==> config.mk <==
export PLATFORM = sky130hd
export DESIGN_NAME = uart_top
export DESIGN_NICKNAME = d
export VERILOG_FILES = /design/src/uart_pkg.sv /design/src/uart_rx_fifo.sv /design/src/uart_core.sv /design/src/uart_wb_regs.sv /design/src/uart_top.sv
export VERILOG_INCLUDE_DIRS = /design/src
export SDC_FILE = /design/constraint.sdc
export NUM_CORES = 1
export LEC_CHECK = 0
export BUFFER_PORTS_ARGS = -buffer_cell sky130_fd_sc_hd__buf_2
export CAP_MARGIN = 5
export CORE_ASPECT_RATIO = 1.75
export CORE_UTILIZATION = 56
export DETAILED_ROUTE_END_ITERATION = 12
export PLACE_DENSITY = 0.84
export REMOVE_ABC_BUFFERS = 1
export SYNTH_ARGS = -nofsm -noshare
export SYNTH_HDL_FRONTEND = slang
export SYNTH_HIERARCHICAL = 1
export SYNTH_SLANG_ARGS = --single-unit
==> constraint.sdc <==
create_clock -name clk -period 3.95 [get_ports clk]
set_input_delay 0.395 -clock clk [delete_from_list [all_inputs] [get_ports clk]]
set_output_delay 0.395 -clock clk [all_outputs]
set_load 0.02 [all_outputs]
==> src/uart_params.svh <==
`ifndef UART_PARAMS_SVH
`define UART_PARAMS_SVH

// Serial byte width
`define UART_DATA_W      8

// Receive FIFO entries as a power of two (4, 8 or 16)
`define UART_FIFO_DEPTH  4

// Clocks per serial bit out of reset
`define UART_BAUD_RESET  16'd16

// Wishbone word addresses
`define UART_ADDR_TX     2'd0  // Transmit byte
`define UART_ADDR_RX     2'd1  // Receive byte that pops the FIFO
`define UART_ADDR_STATUS 2'd2  // Flags with W1C on bits 3 and 4
`define UART_ADDR_BAUD   2'd3  // Divisor

`endif

==> src/uart_pkg.sv <==
`include "uart_params.svh"

package uart_pkg;

	// Widths with a meaning of their own
	typedef logic [`UART_DATA_W-1:0] uart_byte_t; // One serial byte
	typedef logic [15:0] baud_div_t;              // Clocks per bit
	typedef logic [15:0] wb_data_t;               // Bus data word
	typedef logic [1:0]  wb_addr_t;               // Bus word address

	// Receiver FSM
	typedef enum logic [1:0] {
		RX_IDLE, RX_START, RX_DATA, RX_STOP
	} rx_state_t;

	// Transmitter FSM
	typedef enum logic [1:0] {
		TX_IDLE, TX_START, TX_DATA, TX_STOP
	} tx_state_t;

endpackage

==> src/uart_rx_fifo.sv <==
`timescale 1ns/1ps
`include "uart_params.svh"

module uart_rx_fifo
	import uart_pkg::*;
(
	input  logic       clk,
	input  logic       reset,
	input  logic       push,
	input  uart_byte_t push_data,
	input  logic       pop,
	output uart_byte_t head,      // Oldest byte when not empty
	output logic       empty,
	output logic       full,
	output logic       overrun    // Pulse when a pushed byte is dropped
);

	localparam int DEPTH = `UART_FIFO_DEPTH;
	localparam int PTR_W = $clog2(DEPTH);

	uart_byte_t       mem [DEPTH];
	logic [PTR_W-1:0] wr_ptr;     // Pointers wrap on their own as depth is a power of two
	logic [PTR_W-1:0] rd_ptr;
	logic [PTR_W:0]   count;
	logic             do_push;
	logic             do_pop;

	assign empty   = (count == 0);
	assign full    = (count == DEPTH);
	assign do_pop  = pop && !empty;
	assign do_push = push && (!full || do_pop);  // Full plus pop still takes the byte
	assign head    = mem[rd_ptr];

	always_ff @(posedge clk) begin
		if (do_push)
			mem[wr_ptr] <= push_data;
	end

	always_ff @(posedge clk) begin
		if (reset) begin
			wr_ptr  <= '0;
			rd_ptr  <= '0;
			count   <= '0;
			overrun <= 1'b0;
		end else begin
			overrun <= push && !do_push;
			if (do_push)
				wr_ptr <= wr_ptr + 1'b1;
			if (do_pop)
				rd_ptr <= rd_ptr + 1'b1;
			case ({do_push, do_pop})
				2'b10:   count <= count + 1'b1;
				2'b01:   count <= count - 1'b1;
				default: count <= count;  // Both or neither
			endcase
		end
	end

endmodule

==> src/uart_core.sv <==
`timescale 1ns/1ps
`include "uart_params.svh"

module uart_core
	import uart_pkg::*;
(
	input  logic       clk,
	input  logic       reset,
	input  baud_div_t  baud_div,   // Shared by both directions
	input  logic       tx_start,   // One-cycle request honoured when idle
	input  uart_byte_t tx_data,
	output logic       tx,
	output logic       tx_empty,
	input  logic       rx,         // Asynchronous line
	output uart_byte_t rx_data,
	output logic       rx_valid,
	output logic       frame_err
);

	localparam int BIT_W    = $clog2(`UART_DATA_W);
	localparam int LAST_BIT = `UART_DATA_W - 1;

	// Transmit side
	tx_state_t        tx_state;
	baud_div_t        tx_baud_cnt;
	logic [BIT_W-1:0] tx_bit_cnt;
	uart_byte_t       tx_shreg;
	logic             tx_bit_end;
	logic             tx_load;
	logic             tx_shift;

	// Receive side
	rx_state_t        rx_state;
	baud_div_t        rx_baud_cnt;
	logic [BIT_W-1:0] rx_bit_cnt;
	uart_byte_t       rx_shreg;
	logic             rx_d1;
	logic             rx_d2;
	logic             rx_err_hold;  // Set by a bad stop bit until the line is high
	baud_div_t        half_div;
	logic             rx_half_end;
	logic             rx_bit_end;
	logic             rx_shift;
	logic             rx_stop_ok;

	// ----------------------------------------------------------------------
	// Transmitter
	// ----------------------------------------------------------------------
	assign tx_bit_end = (tx_baud_cnt == baud_div - 1'b1);
	assign tx_load    = (tx_state == TX_IDLE) && tx_start;
	assign tx_shift   = (tx_state == TX_DATA) && tx_bit_end;

	// Byte captured at start so later tx_data changes are ignored
	always_ff @(posedge clk) begin
		if (tx_load)
			tx_shreg <= tx_data;
		else if (tx_shift)
			tx_shreg <= tx_shreg >> 1;  // LSB first
	end

	always_ff @(posedge clk) begin
		if (reset) begin
			tx_state    <= TX_IDLE;
			tx          <= 1'b1;  // Idle line
			tx_empty    <= 1'b1;
			tx_baud_cnt <= '0;
			tx_bit_cnt  <= '0;
		end else begin
			if (tx_state == TX_IDLE || tx_bit_end)
				tx_baud_cnt <= '0;
			else
				tx_baud_cnt <= tx_baud_cnt + 1'b1;

			case (tx_state)
				TX_IDLE: if (tx_start) begin
					tx_state <= TX_START;
					tx       <= 1'b0;      // Start bit begins now
					tx_empty <= 1'b0;
				end
				TX_START: if (tx_bit_end) begin
					tx_state   <= TX_DATA;
					tx         <= tx_shreg[0];
					tx_bit_cnt <= '0;
				end
				TX_DATA: if (tx_bit_end) begin
					if (tx_bit_cnt == LAST_BIT) begin
						tx_state <= TX_STOP;
						tx       <= 1'b1;  // Stop bit
					end else begin
						tx         <= tx_shreg[1];  // Next bit as shreg shifts this edge
						tx_bit_cnt <= tx_bit_cnt + 1'b1;
					end
				end
				TX_STOP: if (tx_bit_end) begin
					tx_state <= TX_IDLE;
					tx_empty <= 1'b1;      // 10 bit times after it fell
				end
				default: tx_state <= TX_IDLE;
			endcase
		end
	end

	// ----------------------------------------------------------------------
	// Receiver sampling at mid-bit
	// ----------------------------------------------------------------------
	assign half_div    = baud_div >> 1;
	assign rx_half_end = (rx_baud_cnt == half_div - 1'b1);
	assign rx_bit_end  = (rx_baud_cnt == baud_div - 1'b1);
	assign rx_shift    = (rx_state == RX_DATA) && rx_bit_end;
	assign rx_stop_ok  = (rx_state == RX_STOP) && !rx_err_hold && rx_bit_end && rx_d2;

	always_ff @(posedge clk) begin
		if (rx_shift)
			rx_shreg <= {rx_d2, rx_shreg[LAST_BIT:1]};
		if (rx_stop_ok)
			rx_data <= rx_shreg;  // Only on a good frame
	end

	always_ff @(posedge clk) begin
		if (reset) begin
			rx_d1       <= 1'b1;
			rx_d2       <= 1'b1;
			rx_state    <= RX_IDLE;
			rx_baud_cnt <= '0;
			rx_bit_cnt  <= '0;
			rx_err_hold <= 1'b0;
			rx_valid    <= 1'b0;
			frame_err   <= 1'b0;
		end else begin
			rx_d1     <= rx;     // Two-flop synchronizer
			rx_d2     <= rx_d1;
			rx_valid  <= 1'b0;
			frame_err <= 1'b0;

			// Restart count at start detect, half bit and every full bit
			if (rx_state == RX_IDLE || (rx_state == RX_START && rx_half_end) || rx_bit_end)
				rx_baud_cnt <= '0;
			else
				rx_baud_cnt <= rx_baud_cnt + 1'b1;

			case (rx_state)
				RX_IDLE: if (!rx_d2)
					rx_state <= RX_START;
				RX_START: if (rx_half_end) begin
					if (rx_d2) begin
						rx_state <= RX_IDLE;  // Glitch rather than a start bit
					end else begin
						rx_state   <= RX_DATA;
						rx_bit_cnt <= '0;
					end
				end
				RX_DATA: if (rx_bit_end) begin
					if (rx_bit_cnt == LAST_BIT)
						rx_state <= RX_STOP;
					else
						rx_bit_cnt <= rx_bit_cnt + 1'b1;
				end
				RX_STOP: begin
					if (rx_err_hold) begin
						if (rx_d2) begin
							rx_err_hold <= 1'b0;
							rx_state    <= RX_IDLE;
						end
					end else if (rx_bit_end) begin
						if (rx_d2) begin
							rx_valid <= 1'b1;
							rx_state <= RX_IDLE;
						end else begin
							frame_err   <= 1'b1;  // Byte discarded
							rx_err_hold <= 1'b1;
						end
					end
				end
				default: rx_state <= RX_IDLE;
			endcase
		end
	end

endmodule

==> src/uart_wb_regs.sv <==
`timescale 1ns/1ps
`include "uart_params.svh"

module uart_wb_regs
	import uart_pkg::*;
(
	input  logic       clk,
	input  logic       reset,
	// Wishbone classic slave
	input  logic       cyc,
	input  logic       stb,
	input  logic       we,
	input  wb_addr_t   adr,
	input  wb_data_t   dat_w,
	output wb_data_t   dat_r,
	output logic       ack,
	// Core side
	output baud_div_t  baud_div,
	output logic       tx_start,
	output uart_byte_t tx_data,
	input  logic       tx_empty,
	input  logic       frame_err,
	// FIFO side
	input  uart_byte_t fifo_head,
	input  logic       fifo_empty,
	input  logic       fifo_full,
	input  logic       fifo_overrun,
	output logic       fifo_pop
);

	logic      req;
	logic      req_q;          // Request seen last cycle
	logic      acc;            // Access accepted with ack on the next cycle
	logic      wr_acc;
	logic      rd_acc;
	baud_div_t baud_q;
	logic      overrun_flag;   // Sticky
	logic      frame_err_flag; // Sticky
	wb_data_t  status;

	// ----------------------------------------------------------------------
	// Bus decode
	// ----------------------------------------------------------------------
	assign req    = cyc && stb;
	assign acc    = req && !req_q;  // Rising edge of the request only
	assign wr_acc = acc && we;
	assign rd_acc = acc && !we;

	always_ff @(posedge clk) begin
		if (reset) begin
			req_q <= 1'b0;
			ack   <= 1'b0;
		end else begin
			req_q <= req;   // Stays high until stb drops so one ack per request
			ack   <= acc;
		end
	end

	// Strobes to core and FIFO on the edge that raises ack
	assign tx_data  = dat_w[`UART_DATA_W-1:0];
	assign tx_start = wr_acc && (adr == `UART_ADDR_TX) && tx_empty;  // Busy TX drops write
	assign fifo_pop = rd_acc && (adr == `UART_ADDR_RX) && !fifo_empty;
	assign baud_div = baud_q;

	// Bit 0 tx_empty, 1 rx_avail, 2 rx_full, 3 overrun, 4 frame_err
	assign status = wb_data_t'({frame_err_flag, overrun_flag, fifo_full, !fifo_empty,
		tx_empty});

	// ----------------------------------------------------------------------
	// Read data held while ack is high
	// ----------------------------------------------------------------------
	always_ff @(posedge clk) begin
		if (rd_acc) begin
			case (adr)
				`UART_ADDR_RX:     dat_r <= fifo_empty ? '0 : wb_data_t'(fifo_head);
				`UART_ADDR_STATUS: dat_r <= status;
				`UART_ADDR_BAUD:   dat_r <= baud_q;
				default:           dat_r <= '0;  // TX reads as zero
			endcase
		end else if (wr_acc) begin
			dat_r <= '0;
		end
	end

	// ----------------------------------------------------------------------
	// Divisor and sticky flags
	// ----------------------------------------------------------------------
	always_ff @(posedge clk) begin
		if (reset) begin
			baud_q         <= `UART_BAUD_RESET;
			overrun_flag   <= 1'b0;
			frame_err_flag <= 1'b0;
		end else begin
			if (wr_acc && adr == `UART_ADDR_BAUD)
				baud_q <= dat_w;

			// New event wins over a clear in the same cycle
			if (fifo_overrun)
				overrun_flag <= 1'b1;
			else if (wr_acc && adr == `UART_ADDR_STATUS && dat_w[3])
				overrun_flag <= 1'b0;

			if (frame_err)
				frame_err_flag <= 1'b1;
			else if (wr_acc && adr == `UART_ADDR_STATUS && dat_w[4])
				frame_err_flag <= 1'b0;
		end
	end

endmodule

==> src/uart_top.sv <==
`timescale 1ns/1ps

module uart_top
	import uart_pkg::*;
(
	input  logic     clk,
	input  logic     reset,
	input  logic     cyc,
	input  logic     stb,
	input  logic     we,
	input  wb_addr_t adr,
	input  wb_data_t dat_w,
	output wb_data_t dat_r,
	output logic     ack,
	input  logic     rx,   // Serial in
	output logic     tx    // Serial out
);

	// Regs to core
	baud_div_t  baud_div;
	logic       tx_start;
	uart_byte_t tx_data;
	logic       tx_empty;
	logic       frame_err;

	// Core to FIFO as a straight push
	logic       rx_valid;
	uart_byte_t rx_data;

	// FIFO to regs
	uart_byte_t fifo_head;
	logic       fifo_empty;
	logic       fifo_full;
	logic       fifo_overrun;
	logic       fifo_pop;

	uart_wb_regs u_regs (
		.clk(clk), .reset(reset),
		.cyc(cyc), .stb(stb), .we(we), .adr(adr), .dat_w(dat_w), .dat_r(dat_r), .ack(ack),
		.baud_div(baud_div), .tx_start(tx_start), .tx_data(tx_data),
		.tx_empty(tx_empty), .frame_err(frame_err),
		.fifo_head(fifo_head), .fifo_empty(fifo_empty), .fifo_full(fifo_full),
		.fifo_overrun(fifo_overrun), .fifo_pop(fifo_pop)
	);

	uart_core u_core (
		.clk(clk), .reset(reset), .baud_div(baud_div),
		.tx_start(tx_start), .tx_data(tx_data), .tx(tx), .tx_empty(tx_empty),
		.rx(rx), .rx_data(rx_data), .rx_valid(rx_valid), .frame_err(frame_err)
	);

	uart_rx_fifo u_fifo (
		.clk(clk), .reset(reset),
		.push(rx_valid), .push_data(rx_data), .pop(fifo_pop),
		.head(fifo_head), .empty(fifo_empty), .full(fifo_full), .overrun(fifo_overrun)
	);

endmodule

# --- After elaboration in Yosys (flattened, before gate mapping) ---
# Memory sizes are Yosys's and may differ from the RTL's. A register that Yosys moved wholly into a read port is not among the register bits.
# Cells that the tools add are included.
totals:
  register_bits: 117
  mem_bits_rw: 32
  input_bits: 24
  output_inout_bits: 18
  word_cells: 174
  memories: 1
classes:
  n_addsub: 10
  eq_ne: 30
  mux: 50
  n_bitwise: 2
  n_reduce_logical: 55
mem_list:
  columns: ["memory", "words", "word_bits", "rd", "rd_clocked_by_memory_dff", "write_ports", "line", "rtl"]
  rows:
  - ["u_fifo.mem", 4, 8, 1, 1, 1, "uart_rx_fifo.sv:21", "uart_byte_t mem [DEPTH];"]
op_table:
  columns: ["operator", "n"]
  rows:
  - ["equality test 16 bit", 3]
  - ["one-hot mux 16 bit (3 select lines)", 1]
  - ["adder 16 x 1 -> 16 bit (second input constant)", 2]
  - ["2-to-1 mux 16 bit", 2]
  - ["2-to-1 mux 2 bit", 15]
  - ["2-to-1 mux 8 bit", 3]
  - ["logical AND 1 bit", 22]
  - ["2-to-1 mux 3 bit", 7]
  - ["one-hot mux 3 bit (2 select lines)", 3]
  - ["one-hot mux 2 bit (4 select lines)", 2]
  - ["nonzero test 2 bit", 8]
  - ["subtractor 15 x 1 -> 16 bit (second input constant)", 1]
  - ["subtractor 16 x 1 -> 16 bit (second input constant)", 1]
  - ["2-to-1 mux 1 bit", 15]
  - ["AND reduction 5 bit", 3]
  - ["equality test 2 bit (second input constant)", 7]
  - ["!= test 2 x 1 -> 1 bit (second input constant)", 6]
  - ["!= test 2 bit (second input constant)", 6]
  - ["adder 3 x 1 -> 3 bit (second input constant)", 3]
  - ["equality test 3 bit (second input constant)", 3]
  - ["equality test 2 x 1 -> 1 bit (second input constant)", 4]
  - ["AND reduction 4 bit", 2]
  - ["logical NOT 1 bit", 6]
  - ["logical NOT 2 bit", 3]
  - ["13 further kinds", 19]

# --- Logic depth before layout (Yosys ltp) ---
logic_depth:
  ltp_word: 10
  ltp_mapped: 14
  ltp_nobuf: 10

# --- By module ---
# Netlist, hierarchy kept.
by_module_without_submodules:
  columns: ["mod", "instances", "cells_each", "area_per_inst_um2"]
  rows:
  - ["uart_core", 1, 556, 4956.0]
  - ["uart_rx_fifo", 1, 111, 1766.7]
  - ["uart_wb_regs", 1, 176, 1692.9]

# --- Least setup slack after synthesis ---
# Ideal clock, no wire load.
synth_path:
  kind: "register -> register"
  startpoint: "register u_regs.baud_q[0], in the netlist u_regs/baud_div[0]"
  endpoint: "register u_core.rx_data[0], enable pin"
  setup_ps: 383
  arrival_ps: 3354
  required_time_ps: 3567
  setup_slack_ps: 213
  stages_incl_launch_ff: 11
  n_path_buf: 1
  period_less_slack_ps: 3737
  cell_sequence: "dfxtp_1 > inv_1 > ha_1 > clkbuf_2 > nor3b_1 > nand4_1 > xor2_1 > a2111o_1 > nor4_2 > nand2_1 > nor3_1"
synth_via:
  elab_chain_cells: 4
synth_lines:
  columns: ["element", "line", "rtl"]
  rows:
  - ["start: declaration", "uart_wb_regs.sv:36", "baud_div_t baud_q;"]
  - ["start signal: assignment", "uart_wb_regs.sv:90", "baud_q <= `UART_BAUD_RESET;"]
  - ["start signal: assignment", "uart_wb_regs.sv:95", "baud_q <= dat_w;"]
  - ["subtractor 16 x 1 -> 16 bit", "uart_core.sv:108", "assign rx_bit_end = (rx_baud_cnt == baud_div - 1'b1);"]
  - ["equality test 16 bit", "uart_core.sv:108", null]
  - ["logical AND 1 bit (2 in a row)", "uart_core.sv:110", "assign rx_stop_ok = (rx_state == RX_STOP) && !rx_err_hold && rx_bit_end && rx_d2;"]
  - ["net u_core.rx_stop_ok", "uart_core.sv:44", "logic rx_stop_ok;"]
  - ["end signal: assignment", "uart_core.sv:116", "rx_data <= rx_shreg;"]
  - ["end: declaration", "uart_core.sv:15", "output uart_byte_t rx_data,"]
# The timed path passes the listed nets, and every way through them passes these cells.
# A chain may end at the register's enable or synchronous reset.

# --- Worst setup path in the final report ---
layout_path:
  startpoint: "register u_regs.baud_q[5], in the netlist u_regs/baud_div[5]"
  endpoint: "register u_core.rx_valid"
layout_via:
  elab_chain_cells: 4
layout_lines:
  columns: ["element", "line", "rtl"]
  rows:
  - ["subtractor 16 x 1 -> 16 bit", "uart_core.sv:108", null]
  - ["equality test 16 bit", "uart_core.sv:108", null]
  - ["inverter 1 bit (no source line)", null, null]
  - ["OR reduction 4 bit (no source line)", null, null]
  - ["end signal: assignment", "uart_core.sv:127", "rx_valid <= 1'b0;"]
  - ["end signal: assignment", "uart_core.sv:132", "rx_valid <= 1'b0;"]
  - ["end signal: assignment", "uart_core.sv:166", "rx_valid <= 1'b1;"]
  - ["end: declaration", "uart_core.sv:16", "output logic rx_valid,"]
# No other way between the ends.

==> impl_metrics.csv <==
group,metric,value,unit
run_status,status,"finished, final reports clean",
power_and_ir_drop,vdd_drop_max,0.4071,mV
synth,synthSimpleGateAreaFrac,0.2156,
synth,synth-main-ff-cell,"dfxtp_1",
drt,wl,21320,um
worst_setup_path,arrival,4080,ps
global_routing,grt_pass1_wl,33640,um
global_routing,top_usage_layer,"met2",
clock_tree,cts_sinks,151,
power_and_ir_drop,p_sw,1.033,mW
synth,synth_cell_types,88,
drt,wl_per_cell,20.22,um
worst_setup_path,critical_path_required,4330,ps
synth,synthTopCellsByArea,"edfxtp_1 26%, dfxtp_1 19%, xnor2_1 5.0%, xor2_1 3.9%, nor2_1 3.8%",
clock_tree,cts_made_buffers,17,
global_routing,gr-usage-met1,0.3106,
clock_tree,clkSlewWorstSetupHoldPaths,70,ps
worst_setup_path,r2r_slack,240,ps
placed_design,place_hpwl,14650,um
synth,syn_area,0.008416,mm2
clock_tree,cts_setup_buffers,0,
die,die_h,164.2,um
clock_tree,cts_tree,"done",
synth,netlist_instances,843,
power_and_ir_drop,pwr_density_cell,393.5,mW/mm2
die,fp.dieW,94.67,um
drt,viasPerCell,6.324,
die,rows,58,
power_and_ir_drop,leakagePower,3.322,nW
placed_design,port_buffers,41,
die,die_area,0.01554,mm2
worst_setup_path,startpoint_type,"register",
die,initial_utilization,0.5798,
worst_setup_path,path_class,"register to register",
timing,setup_viol_count_final,0,
synth,yosysTopAreaCell,"edfxtp_1",
power_and_ir_drop,pwr-share-clk,0.463,
power_and_ir_drop,p_seq_frac,0.458,
global_routing,grt-ovfl-total,0,
timing,post-route-min-period,3706,ps
timing,slew_viol_final,0,
placed_design,gp_congestion,0.9605,
synth,synth-compound-area-share,0.1091,
global_routing,use_met2,0.5101,
timing,max_freq,269.8,MHz
global_routing,antenna_found_initial,0,
run,drv_cap,0,
timing,finalHoldViolations,0,
final_layout,area_growth,10.84,%
timing,max_slew_margin,0.4933,
synth,synth_top_family_by_area,"simple AND/OR/NAND/NOR gates",
clock_tree,cts_max_level,4,
power_and_ir_drop,power,3.671,mW
worst_setup_path,end_kind,"register",
clock_tree,cts_root_buf,"clkbuf_16",
synth,yosysSeqAreaShare,0.4448,
drt,dr_total_vias,6666,
global_routing,grt_pass1_vias,6450,
global_routing,grt_max_degree,47,
final_layout,insertedDiodeCount,0,
synth,yosysWarningCount,6,
power_and_ir_drop,p_comb_frac,0.079,
drt,ant_nets,0,
timing,finalCritPeriodShare,0.9383,
final_layout,drive_gt1_frac,0.1670,
synth,synthTopCellsByCount,"85 x nor2_1, 79 x dfxtp_1, 72 x edfxtp_1",
synth,synthMuxAreaShare,0.04341,
drt,firstDrtPassIters,6,
timing,clock_skew,8.756,ps
timing,tightest_slew,759.0,ps
power_and_ir_drop,swShare,0.2815,
synth,async_reset_ff_frac,0,
min_path,min-delay-path-class,"input pin to register",
synth,synth_edf_count,72,
synth,synth_xor_area_frac,0.1018,
timing,fin_setup_tns,0,ps
synth,synth.top_cell.area_share,0.2569,
clock_tree,clk_latency,430,ps
drt,dr.first_iter.drc_count,556,
synth,synth_fa_ha_area_frac,0.02765,
clock_tree,clockBufferDepth,2,
synth,synth-seq-cells,151,
global_routing,grt_util_met3,0.05000,
final_layout,nets,903,
worst_setup_path,cp_max_fo,9,
synth,avgSynthCellArea,9.983,um2
global_routing,grt_util_all_layers,0.2917,
die,pin_count,42,
timing,grt_setup_unrepaired,"no",
die,coreArea,0.01451,mm2
synth,yosysMostFrequentCell,"nor2_1",
drt,drc,0,
timing,timing.hold.ws,147.3,ps
power_and_ir_drop,p_int,2.637,mW
power groups by stage:
stage | logic, mW | registers, mW | clock network, mW
2_1_floorplan | 0.176 | 1.72 | 0
3_3_place_gp | 0.277 | 1.72 | 0
3_5_place_dp | 0.281 | 1.72 | 0
4_1_cts | 0.286 | 1.68 | 1.72
5_1_grt | 0.316 | 1.68 | 1.78
6_report | 0.291 | 1.68 | 1.70
area by class of cell:
class | count | area (um2)
Fill cell | 1134 | 5186
Tap cell | 180 | 225.2
Clock buffer | 17 | 425.4
Multi-Input combinational cell | 586 | 4197
Inverter | 42 | 157.7
Clock inverter | 15 | 209.0
Sequential cell | 151 | 3744
Timing Repair Buffer | 63 | 370.4
layout by cell type (no fill, tap or decap), drive strengths merged, types with 16 or more instances in the layout:
cell,Yosys,final
xnor2,48,48
a21oi,38,38
nor2,86,86
inv,42,50
nand3,31,31
edfxtp,72,72
buf,30,63
xor2,37,37
ha,17,17
clkbuf,34,17
nand2,40,40
nand4,16,16
nor4,19,19
or3,21,21
o21ai,30,30
dfxtp,79,79
path summary, 6_finish.rpt:
| check | start | depth (start not counted) | endpoint |
|---|---|---|---|
| setup / recovery | u_regs/baud_div[5]$_SDFFE_PP0P_ | 11 | u_core/rx_valid$_SDFF_PP0_ |
| hold / removal | rx | 2 | u_core/rx_d1$_SDFF_PP1_ |
| setup reg to reg | u_regs/baud_div[5]$_SDFFE_PP0P_ | 11 | u_core/rx_valid$_SDFF_PP0_ |
| hold reg to reg | u_core/rx_d1$_SDFF_PP1_ | 1 | u_core/rx_d2$_SDFF_PP1_ |
kinds of logic after synthesis:
| group | Yosys count |
|---|---|
| buf+inv | 106 |
| mux | 25 |
| flops | 151 |
| compound gates | 133 |
| fa+ha+maj | 18 |
| simple gates | 320 |
| xor+xnor | 90 |
registers in the layout, indices dropped and copies added (netlist names), 8 cells and up, named ones only:
register            count
u_core/rx_data          8
u_core/tx_baud_cnt     16
u_fifo/mem             32
u_regs/dat_r           16
u_core/rx_baud_cnt     16
u_regs/baud_div        16
u_core/rx_shreg         8
u_core/tx_shreg         8
critical path, stage by stage (launching register included):
cell	delay [ps]
dfxtp_1	470
buf_4	260
nor2_1	460
nand4_1	450
xnor2_1	290
a2111o_1	320
nor4_2	270
buf_4	170
nand2_1	80
buf_4	180
nor4_1	500
buf_4	200
through the flow:
| step | instance area, um2 | util | worst slack [ps] | instances |
|---|---|---|---|---|
| 2_1_floorplan | 8089 | - | 230.9 | 779 |
| 3_3_place_gp | 8685 | 0.5984 | 431.5 | 1022 |
| 3_5_place_dp | 8685 | 0.5984 | 367.3 | 1022 |
| 4_1_cts | 9319 | 0.6421 | 205.6 | 1054 |
| 5_1_grt | 9328 | 0.6427 | 55.86 | 1054 |
| 6_report | 9328 | 0.6427 | 243.5 | 1054 |
per-layer routing:
| layer | part of all wire | routed length [um] |
|---|---|---|
| met4 | 0.081 | 1720 |
| met5 | 0 | 0 |
| met3 | 0.050 | 1074 |
| met1 | 0.35 | 7532 |
| met2 | 0.52 | 10990 |
timing repair:
item,4_1_cts,5_1_grt
hold endpoints to repair,0,0
setup endpoints to repair,0,1
resized for setup,0,1
hold buffers,0,0
No activity file was read; power rests on OpenSTA's default activity.
